`config.mk`:
```
export PLATFORM = sky130hd
export DESIGN_NAME = bev_top
export DESIGN_NICKNAME = d
export VERILOG_FILES = /design/src/bev_pkg.sv /design/src/bev_order_ctrl.sv /design/src/bev_recipe.sv /design/src/bev_ing_lane.sv /design/src/bev_box_check.sv /design/src/bev_top.sv
export VERILOG_INCLUDE_DIRS = /design/src
export SDC_FILE = /design/constraint.sdc
export NUM_CORES = 1
export LEC_CHECK = 0
export BUFFER_PORTS_ARGS = -buffer_cell sky130_fd_sc_hd__buf_2
export CORE_UTILIZATION = 35
export DETAILED_ROUTE_END_ITERATION = 7
export PLACE_DENSITY = 0.63
export SKIP_LAST_GASP = 1
export SLEW_MARGIN = 20
export SYNTH_ARGS = -nofsm -noshare
export SYNTH_HDL_FRONTEND = slang
export SYNTH_SLANG_ARGS = --single-unit
```
`constraint.sdc`:
```
create_clock -name clk -period 10.35 [get_ports clk]
set_clock_uncertainty 0.05 [all_clocks]
set_input_delay 0.5175 -clock clk [delete_from_list [all_inputs] [get_ports clk]]
set_output_delay 0.5175 -clock clk [all_outputs]
set_load 0.01 [all_outputs]
```
`src/bev_defines.svh`:
```
// beverage box widths and fields
`ifndef BEV_DEFINES_SVH
`define BEV_DEFINES_SVH

// ingredient level and its carry-extended sum
`define BEV_ING_W      12
`define BEV_ING_EXT_W  13
`define BEV_NUM_ING    4
`define BEV_ING_MAX    12'd4095

// order and record widths
`define BEV_BOX_W      8
`define BEV_DATA_W     64
`define BEV_MONTH_W    4
`define BEV_DAY_W      5
`define BEV_DATE_W     9

// cup volumes, sized to the carry-extended width
`define BEV_VOL_L      13'd960
`define BEV_VOL_M      13'd720
`define BEV_VOL_S      13'd480

// dram record field positions
`define BEV_BT_LSB     52
`define BEV_GT_LSB     40
`define BEV_MONTH_LSB  32
`define BEV_MK_LSB     20
`define BEV_PJ_LSB     8
`define BEV_DAY_LSB    0

`endif

```
`src/bev_pkg.sv`:
```
// beverage controller types
`default_nettype none

package bev_pkg;

    // order actions
    typedef enum logic [1:0] {
        make_drink,
        supply,
        check_date
    } action_t;

    // drink menu, encoded 0 to 7
    typedef enum logic [2:0] {
        black_tea,
        milk_tea,
        extra_milk_tea,
        green_tea,
        green_milk_tea,
        pineapple_juice,
        super_pineapple_tea,
        super_pineapple_milk_tea
    } bev_type_t;

    // cup sizes
    typedef enum logic [1:0] {
        size_l,
        size_m,
        size_s
    } bev_size_t;

    // result codes
    typedef enum logic [1:0] {
        no_err = 2'd0,
        no_exp = 2'd1,
        no_ing = 2'd2,
        ing_of = 2'd3
    } err_msg_t;

    // order fsm
    typedef enum logic [2:0] {
        idle,
        order_in,
        supply_in,
        dram_read,
        judge,
        update,
        dram_write,
        report
    } ctrl_state_t;

endpackage

`default_nettype wire

```
`src/bev_order_ctrl.sv`:
```
// beverage order controller
`timescale 1ns/1ps
`default_nettype none
`include "bev_defines.svh"

module bev_order_ctrl (
    input  logic                   clk,
    input  logic                   rst_n,
    input  logic                   sel_action_valid,
    input  bev_pkg::action_t       action,
    input  logic                   date_valid,
    input  logic [`BEV_DATE_W-1:0] date,
    input  logic                   box_no_valid,
    input  logic [`BEV_BOX_W-1:0]  box_no,
    input  logic                   sup_done,
    input  logic                   c_out_valid,
    input  bev_pkg::err_msg_t      err_msg_q,
    output logic [`BEV_BOX_W-1:0]  c_addr,
    output logic                   c_r_wb,
    output logic                   c_in_valid,
    output bev_pkg::action_t       order_action,
    output logic [`BEV_DATE_W-1:0] order_date,
    output logic                   box_load,
    output logic                   box_judge,
    output logic                   box_commit,
    output logic                   out_valid,
    output bev_pkg::err_msg_t      err_msg,
    output logic                   complete
);

    bev_pkg::ctrl_state_t state;
    bev_pkg::ctrl_state_t state_next;
    logic                 write_skip;

    // check date never writes, a failed make leaves the box alone
    assign write_skip = (order_action == bev_pkg::check_date) ||
                        (order_action == bev_pkg::make_drink && err_msg_q != bev_pkg::no_err);

    always_ff @(posedge clk or negedge rst_n) begin
        if (!rst_n) begin
            state <= bev_pkg::idle;
        end else begin
            state <= state_next;
        end
    end

    always_comb begin
        state_next = state;
        case (state)
            bev_pkg::idle: begin
                if (sel_action_valid) state_next = bev_pkg::order_in;
            end
            bev_pkg::order_in: begin
                // box number closes the order fields
                if (box_no_valid) begin
                    if (order_action == bev_pkg::supply) state_next = bev_pkg::supply_in;
                    else state_next = bev_pkg::dram_read;
                end
            end
            bev_pkg::supply_in: begin
                if (sup_done) state_next = bev_pkg::dram_read;
            end
            bev_pkg::dram_read: begin
                if (c_out_valid) state_next = bev_pkg::judge;
            end
            bev_pkg::judge: begin
                state_next = bev_pkg::update;
            end
            bev_pkg::update: begin
                if (write_skip) state_next = bev_pkg::report;
                else state_next = bev_pkg::dram_write;
            end
            bev_pkg::dram_write: begin
                if (c_out_valid) state_next = bev_pkg::report;
            end
            bev_pkg::report: begin
                state_next = bev_pkg::idle;
            end
            default: state_next = bev_pkg::idle;
        endcase
    end

    // order fields, each taken on its own pulse
    always_ff @(posedge clk or negedge rst_n) begin
        if (!rst_n) begin
            order_action <= bev_pkg::make_drink;
            order_date   <= '0;
            c_addr       <= '0;
        end else begin
            if (sel_action_valid) order_action <= action;
            if (date_valid) order_date <= date;
            if (box_no_valid) c_addr <= box_no;
        end
    end

    // one-cycle strobe on entry to either dram state
    always_ff @(posedge clk or negedge rst_n) begin
        if (!rst_n) begin
            c_in_valid <= 1'b0;
        end else begin
            c_in_valid <= (state != bev_pkg::dram_read && state_next == bev_pkg::dram_read) ||
                          (state != bev_pkg::dram_write && state_next == bev_pkg::dram_write);
        end
    end

    // read unless writing
    assign c_r_wb = (state != bev_pkg::dram_write);

    // strobes to lanes and box check
    assign box_load   = (state == bev_pkg::dram_read) && c_out_valid;
    assign box_judge  = (state == bev_pkg::judge);
    assign box_commit = (state == bev_pkg::update) && !write_skip;

    // result only during report
    assign out_valid = (state == bev_pkg::report);
    assign err_msg   = out_valid ? err_msg_q : bev_pkg::no_err;
    assign complete  = out_valid && (err_msg_q == bev_pkg::no_err);

endmodule

`default_nettype wire

```
`src/bev_recipe.sv`:
```
// recipe and supply change values
`timescale 1ns/1ps
`default_nettype none
`include "bev_defines.svh"

module bev_recipe (
    input  logic                      clk,
    input  logic                      rst_n,
    input  logic                      sel_action_valid,
    input  bev_pkg::bev_type_t        bev_type,
    input  logic                      type_valid,
    input  logic                      size_valid,
    input  bev_pkg::bev_size_t        bev_size,
    input  logic                      box_sup_valid,
    input  logic [`BEV_ING_W-1:0]     ing_sup,
    output logic [`BEV_ING_EXT_W-1:0] ing_delta [`BEV_NUM_ING],
    output logic                      sup_done
);

    bev_pkg::bev_type_t        type_q;
    bev_pkg::bev_size_t        size_q;
    logic                      size_valid_d;
    logic [1:0]                sup_cnt;
    logic [2:0]                quarters [`BEV_NUM_ING];
    logic [`BEV_ING_EXT_W-1:0] cup_quarter;
    logic [`BEV_ING_EXT_W-1:0] amount [`BEV_NUM_ING];

    // quarters per lane: bt, gt, mk, pj
    always_comb begin
        case (type_q)
            bev_pkg::black_tea:                quarters = '{3'd4, 3'd0, 3'd0, 3'd0};
            bev_pkg::milk_tea:                 quarters = '{3'd3, 3'd0, 3'd1, 3'd0};
            bev_pkg::extra_milk_tea:           quarters = '{3'd2, 3'd0, 3'd2, 3'd0};
            bev_pkg::green_tea:                quarters = '{3'd0, 3'd4, 3'd0, 3'd0};
            bev_pkg::green_milk_tea:           quarters = '{3'd0, 3'd2, 3'd2, 3'd0};
            bev_pkg::pineapple_juice:          quarters = '{3'd0, 3'd0, 3'd0, 3'd4};
            bev_pkg::super_pineapple_tea:      quarters = '{3'd2, 3'd0, 3'd0, 3'd2};
            bev_pkg::super_pineapple_milk_tea: quarters = '{3'd2, 3'd0, 3'd1, 3'd1};
            default:                           quarters = '{3'd0, 3'd0, 3'd0, 3'd0};
        endcase
    end

    // a quarter of the cup
    always_comb begin
        case (size_q)
            bev_pkg::size_l: cup_quarter = (`BEV_VOL_L >> 2);
            bev_pkg::size_m: cup_quarter = (`BEV_VOL_M >> 2);
            default:         cup_quarter = (`BEV_VOL_S >> 2);
        endcase
    end

    always_comb begin
        for (int i = 0; i < `BEV_NUM_ING; i++) begin
            amount[i] = {{(`BEV_ING_EXT_W-3){1'b0}}, quarters[i]} * cup_quarter;
        end
    end

    always_ff @(posedge clk or negedge rst_n) begin
        if (!rst_n) begin
            type_q       <= bev_pkg::black_tea;
            size_q       <= bev_pkg::size_l;
            size_valid_d <= 1'b0;
            sup_cnt      <= '0;
            sup_done     <= 1'b0;
            for (int i = 0; i < `BEV_NUM_ING; i++) ing_delta[i] <= '0;
        end else begin
            if (type_valid) type_q <= bev_type;
            if (size_valid) size_q <= bev_size;
            size_valid_d <= size_valid;
            // last of four supply pulses
            sup_done <= box_sup_valid && (sup_cnt == 2'd3);
            if (sel_action_valid) begin
                sup_cnt <= '0;
                for (int i = 0; i < `BEV_NUM_ING; i++) ing_delta[i] <= '0;
            end else if (size_valid_d) begin
                // two's complement, lane carry then means borrow
                for (int i = 0; i < `BEV_NUM_ING; i++) ing_delta[i] <= -amount[i];
            end else if (box_sup_valid) begin
                ing_delta[sup_cnt] <= {1'b0, ing_sup};
                sup_cnt            <= sup_cnt + 2'd1;
            end
        end
    end

endmodule

`default_nettype wire

```
`src/bev_ing_lane.sv`:
```
// one ingredient level
`timescale 1ns/1ps
`default_nettype none
`include "bev_defines.svh"

module bev_ing_lane (
    input  logic                      clk,
    input  logic                      rst_n,
    input  logic                      box_load,
    input  logic [`BEV_ING_W-1:0]     load_level,
    input  logic [`BEV_ING_EXT_W-1:0] ing_delta,
    input  logic                      box_commit,
    output logic [`BEV_ING_W-1:0]     ing_level,
    output logic                      ing_carry
);

    logic [`BEV_ING_EXT_W-1:0] sum;

    // top bit is overflow on supply, borrow on make
    assign sum       = {1'b0, ing_level} + ing_delta;
    assign ing_carry = sum[`BEV_ING_EXT_W-1];

    always_ff @(posedge clk or negedge rst_n) begin
        if (!rst_n) begin
            ing_level <= '0;
        end else if (box_load) begin
            ing_level <= load_level;
        end else if (box_commit) begin
            // saturate on overflow
            if (ing_carry) ing_level <= `BEV_ING_MAX;
            else ing_level <= sum[`BEV_ING_W-1:0];
        end
    end

endmodule

`default_nettype wire

```
`src/bev_box_check.sv`:
```
// box date and error judgement
`timescale 1ns/1ps
`default_nettype none
`include "bev_defines.svh"

module bev_box_check (
    input  logic                    clk,
    input  logic                    rst_n,
    input  logic                    box_load,
    input  logic [`BEV_MONTH_W-1:0] load_month,
    input  logic [`BEV_DAY_W-1:0]   load_day,
    input  logic                    box_judge,
    input  logic                    box_commit,
    input  bev_pkg::action_t        order_action,
    input  logic [`BEV_DATE_W-1:0]  order_date,
    input  logic [`BEV_NUM_ING-1:0] ing_carry,
    output bev_pkg::err_msg_t       err_msg_q,
    output logic [`BEV_MONTH_W-1:0] box_month,
    output logic [`BEV_DAY_W-1:0]   box_day
);

    logic expired;
    logic any_carry;

    // month sits above day, so one compare covers both
    assign expired   = order_date > {box_month, box_day};
    assign any_carry = |ing_carry;

    always_ff @(posedge clk or negedge rst_n) begin
        if (!rst_n) begin
            box_month <= '0;
            box_day   <= '0;
        end else if (box_load) begin
            box_month <= load_month;
            box_day   <= load_day;
        end else if (box_commit && order_action == bev_pkg::supply) begin
            // supply restamps the box
            {box_month, box_day} <= order_date;
        end
    end

    always_ff @(posedge clk or negedge rst_n) begin
        if (!rst_n) begin
            err_msg_q <= bev_pkg::no_err;
        end else if (box_judge) begin
            case (order_action)
                bev_pkg::make_drink: begin
                    if (expired) err_msg_q <= bev_pkg::no_exp;
                    else if (any_carry) err_msg_q <= bev_pkg::no_ing;
                    else err_msg_q <= bev_pkg::no_err;
                end
                bev_pkg::supply: err_msg_q <= any_carry ? bev_pkg::ing_of : bev_pkg::no_err;
                bev_pkg::check_date: err_msg_q <= expired ? bev_pkg::no_exp : bev_pkg::no_err;
                default: err_msg_q <= bev_pkg::no_err;
            endcase
        end
    end

endmodule

`default_nettype wire

```
`src/bev_top.sv`:
```
// beverage box controller top
`timescale 1ns/1ps
`default_nettype none
`include "bev_defines.svh"

module bev_top (
    input  logic                   clk,
    input  logic                   rst_n,
    input  logic                   sel_action_valid,
    input  bev_pkg::action_t       action,
    input  logic                   type_valid,
    input  bev_pkg::bev_type_t     bev_type,
    input  logic                   size_valid,
    input  bev_pkg::bev_size_t     bev_size,
    input  logic                   date_valid,
    input  logic [`BEV_DATE_W-1:0] date,
    input  logic                   box_no_valid,
    input  logic [`BEV_BOX_W-1:0]  box_no,
    input  logic                   box_sup_valid,
    input  logic [`BEV_ING_W-1:0]  ing_sup,
    output logic                   out_valid,
    output bev_pkg::err_msg_t      err_msg,
    output logic                   complete,
    output logic [`BEV_BOX_W-1:0]  c_addr,
    output logic                   c_r_wb,
    output logic                   c_in_valid,
    output logic [`BEV_DATA_W-1:0] c_data_w,
    input  logic                   c_out_valid,
    input  logic [`BEV_DATA_W-1:0] c_data_r
);

    bev_pkg::action_t          order_action;
    bev_pkg::err_msg_t         err_msg_q;
    logic [`BEV_DATE_W-1:0]    order_date;
    logic                      box_load;
    logic                      box_judge;
    logic                      box_commit;
    logic                      sup_done;
    logic [`BEV_ING_EXT_W-1:0] ing_delta [`BEV_NUM_ING];
    logic [`BEV_ING_W-1:0]     ing_level [`BEV_NUM_ING];
    logic [`BEV_NUM_ING-1:0]   ing_carry;
    logic [`BEV_MONTH_W-1:0]   box_month;
    logic [`BEV_DAY_W-1:0]     box_day;

    bev_order_ctrl u_ctrl (
        .clk, .rst_n, .sel_action_valid, .action, .date_valid, .date,
        .box_no_valid, .box_no, .sup_done, .c_out_valid, .err_msg_q,
        .c_addr, .c_r_wb, .c_in_valid, .order_action, .order_date,
        .box_load, .box_judge, .box_commit, .out_valid, .err_msg, .complete
    );

    bev_recipe u_recipe (
        .clk, .rst_n, .sel_action_valid, .bev_type, .type_valid, .size_valid,
        .bev_size, .box_sup_valid, .ing_sup, .ing_delta, .sup_done
    );

    // lane order is bt, gt, mk, pj
    for (genvar i = 0; i < `BEV_NUM_ING; i++) begin : gen_lane
        localparam int lane_lsb = (i == 0) ? `BEV_BT_LSB :
                                  (i == 1) ? `BEV_GT_LSB :
                                  (i == 2) ? `BEV_MK_LSB : `BEV_PJ_LSB;
        bev_ing_lane u_lane (
            .clk, .rst_n, .box_load,
            .load_level (c_data_r[lane_lsb +: `BEV_ING_W]),
            .ing_delta  (ing_delta[i]),
            .box_commit,
            .ing_level  (ing_level[i]),
            .ing_carry  (ing_carry[i])
        );
    end

    bev_box_check u_box_check (
        .clk, .rst_n, .box_load,
        .load_month (c_data_r[`BEV_MONTH_LSB +: `BEV_MONTH_W]),
        .load_day   (c_data_r[`BEV_DAY_LSB +: `BEV_DAY_W]),
        .box_judge, .box_commit, .order_action, .order_date, .ing_carry,
        .err_msg_q, .box_month, .box_day
    );

    // month and day fields are 8 bits wide, zero-extended
    assign c_data_w = {ing_level[0], ing_level[1], 4'b0, box_month,
                       ing_level[2], ing_level[3], 3'b0, box_day};

endmodule

`default_nettype wire

```
==> out/summary.txt <==
# clock sinks: 143
Std cell rows: 64
Largest net degree at the start of global routing: 93
Post-route ant nets: 0
Avg WL per Cell: 17.0 um
Clock Pin Slew Worst Setup and Hold Paths: 0.07 ns
Worst r2r src: u_recipe.size_q[1]
Worst path max stage delay: 0.72 ns
Die W: 180 um
Distinct cells, synth: 79
Mapped Cells: 1,279
CTS Buf Count: 17
Vias: 9,933
RSZ-0062 raised after global routing: false
Number of synthesized flops with an enable pin: 0
Number of global-route vias before repair: 9,594
Ys flop type: dfrtp_1
CP startpoint kind: flip-flop
Placement Setup Slack: 6.21 ns
Drt via density: 5.45
Worst Setup SP: u_recipe.size_q[1]
Fmax: 242 MHz
Run status: completed
Placed inst area: 12,300 sq um
Hold WC Path Type: input port to asynchronous set/reset pin
Seq cells post-synth: 143
GP Congestion: 0.863
Relative slew slack: 41.3%
Critical Path RT: 10.63 ns
Drt drc: 0
Kind of critical path: flip-flop to flip-flop
CTS tree: done
1st-iter DRT viols: 533
Max Fanout on Critical Path: 21
Die area: 32,500 sq um
Worst setup margin: 6.22 ns
Root Buffer: clkbuf_16
Commonest cells after routing, fill and taps aside: buf_2, dfrtp_1, nand2_1, ha_1, a21oi_1
Area Growth Syn to Fin: 16.1%
CP endpoint kind: flip-flop
Pre-antenna DRT Iters: 4
Final Power: 3020 uW
Pwr dens: 234 nW/um^2
Total GRT Usage: 19.3%
CTS H-tree lvls: 4
Grt total ovfl: 0
Final hold violation count: 0
Peak VDD IR: 0.000123 V
Max clock buf depth: 2
Crit-path cells: and2b_1 > nand2_1 > fa_1 > inv_1 > ha_1 > inv_1 > fa_1 > nor2b_1 > o21ai_1 > a21oi_1 > nor2_1 > or3_1 > xnor2_1 > a211oi_1
I/O Pins: 187
Sequential area share after synthesis: 32.2%
Final instance area: 12,900 sq um
Post-detail-place hpwl: 23,200 um
Starting Density: 36.0%
Sum of negative setup slack: 0 ns
Syn_area_per_cell: 8.70 sq um
Share of cells above drive strength 1: 18.0%
DRT Wirelength: 31,000 um
Most common cell after layout, fill and taps aside: buf_2
Final hold slack: 0.137 ns
Leakage: 0.00601 uW
Tcrit/Tclk final: 39.9%
Initial antenna violation count: 9
Cts repair resizes: 0
Post-synth ARST share: 100%
Worst-Skew Late Latency: 0.44 ns
Chip Height: 180 um
CP max-delay cell: and2b_1
Final nets: 1,639
Number of buffers added on ports: 172
Worst EP arrival: 4.40 ns
Final min period: 4.13 ns
CTS Hold Buffers Added: 0
Max-Cap Viols: 0
Core area: 30,900 sq um
Post-synthesis cell area: 11,100 sq um
YS warnings: 0
Final Max Tran Viols: 0
First-pass GRT wire length: 50,700 um
Final setup viols: 0
Worst slew pin tran: 0.880 ns
Post-CTS Repair Setup Buffers: 0
==> worst max-delay path, delay by kind of cell (launching register included) <==
family	cells	cell delay [ns]
compound gates	3	0.54
xor+xnor	1	0.15
fa+ha+maj	3	1.04
buf+inv	2	0.12
flops	1	0.59
simple gates	5	1.51
==> path summary, 6_finish.rpt <==
check / to / slack (ns) / depth (start not counted)
worst max-delay path: u_recipe.ing_delta[9] / 6.22 / 14
worst min-delay path: u_ctrl.c_addr[1] / 0.14 / 1
worst max register to register: u_recipe.ing_delta[9] / 6.22 / 14
worst min register to register: u_ctrl.c_addr[0] / 0.45 / 1
max in group asynchronous: u_recipe.ing_delta[24] / 8.89 / 2
min in group clk: u_recipe.size_valid_d / 0.18 / 1
==> power breakdown <==
part | internal, uW | total [uW] | switching [uW]
Sequential | 716 | 884 | 168
Clock | 412 | 664 | 253
Combinational | 630 | 1470 | 839
Total | 1760 | 3020 | 1260
==> metal layers <==
layer	vias up	track usage (%)	part of all wire, %
li1	4891	-	-
met1	4708	26.4	47
met2	269	30.2	45
met3	51	4.20	5.5
met4	14	6.36	2.2
met5	-	0	0.30
==> flip-flops by register name, indices dropped and copies added (netlist names) <==
name,flops
u_box_check.box_day,5
u_ctrl.c_addr,8
u_ctrl.state,3
u_ctrl.order_date,9
u_recipe.size_valid_d,1
u_box_check.err_msg_q,2
gen_lane.u_lane.ing_level,48
u_recipe.sup_cnt,2
u_recipe.sup_done,1
u_recipe.type_q,3
u_recipe.size_q,2
u_box_check.box_month,4
u_recipe.ing_delta,52
u_ctrl.c_in_valid,1
u_ctrl.order_action,2
==> layout make-up <==
type / count / area (sq um)
diodes: 2 / 5.00
well taps: 396 / 495
inverters: 66 / 248
fillers: 3097 / 18000
clock inverters: 8 / 129
repair buffers: 179 / 920
flip-flops and latches: 143 / 3580
multi-input cells: 1005 / 7030
clock buffers: 24 / 502
==> synthesized netlist by cell type, types with 8 or more instances <==
| cell | instances | share of area, % |
|---|---|---|
| nor3_1 | 58 | 2.6 |
| xor2_1 | 25 | 2.0 |
| inv_1 | 65 | 2.2 |
| dfrtp_1 | 143 | 32 |
| nor4_1 | 9 | 0.51 |
| a21o_1 | 12 | 0.81 |
| nand2_1 | 124 | 4.2 |
| o211ai_1 | 8 | 0.54 |
| fa_1 | 16 | 2.9 |
| o21ai_0 | 69 | 3.1 |
| o21ai_1 | 49 | 2.2 |
| nor2_1 | 69 | 2.3 |
| clkbuf_1 | 59 | 2.0 |
| nor2b_1 | 15 | 0.84 |
| o21a_1 | 10 | 0.67 |
| xnor2_1 | 47 | 3.7 |
| ha_1 | 102 | 11 |
| nand3_1 | 16 | 0.72 |
| mux2_2 | 21 | 2.1 |
| o22ai_1 | 17 | 0.96 |
| a211oi_1 | 71 | 4.8 |
| nand2b_1 | 17 | 0.96 |
| mux2i_1 | 13 | 1.2 |
| and3_1 | 45 | 2.5 |
| a21oi_1 | 72 | 3.2 |
==> cell families after synthesis <==
logic type	count (synthesis)	share of synthesized area [%]
buf+inv	137	4.94
simple gates	403	18.0
xor+xnor	72	5.67
mux	36	3.57
other cells	1	0.0337
fa+ha+maj	118	14.4
compound gates	369	21.3
flops	143	32.2
==> per-stage QoR <==
stage | cells | util (%)
after floorplan | 1285 | -
after global placement | 1789 | 39.7
after detailed placement | 1789 | 39.7
after CTS | 1821 | 41.7
after global routing | 1821 | 41.8
final | 1823 | 41.8
(Power assumes the default switching activity.)
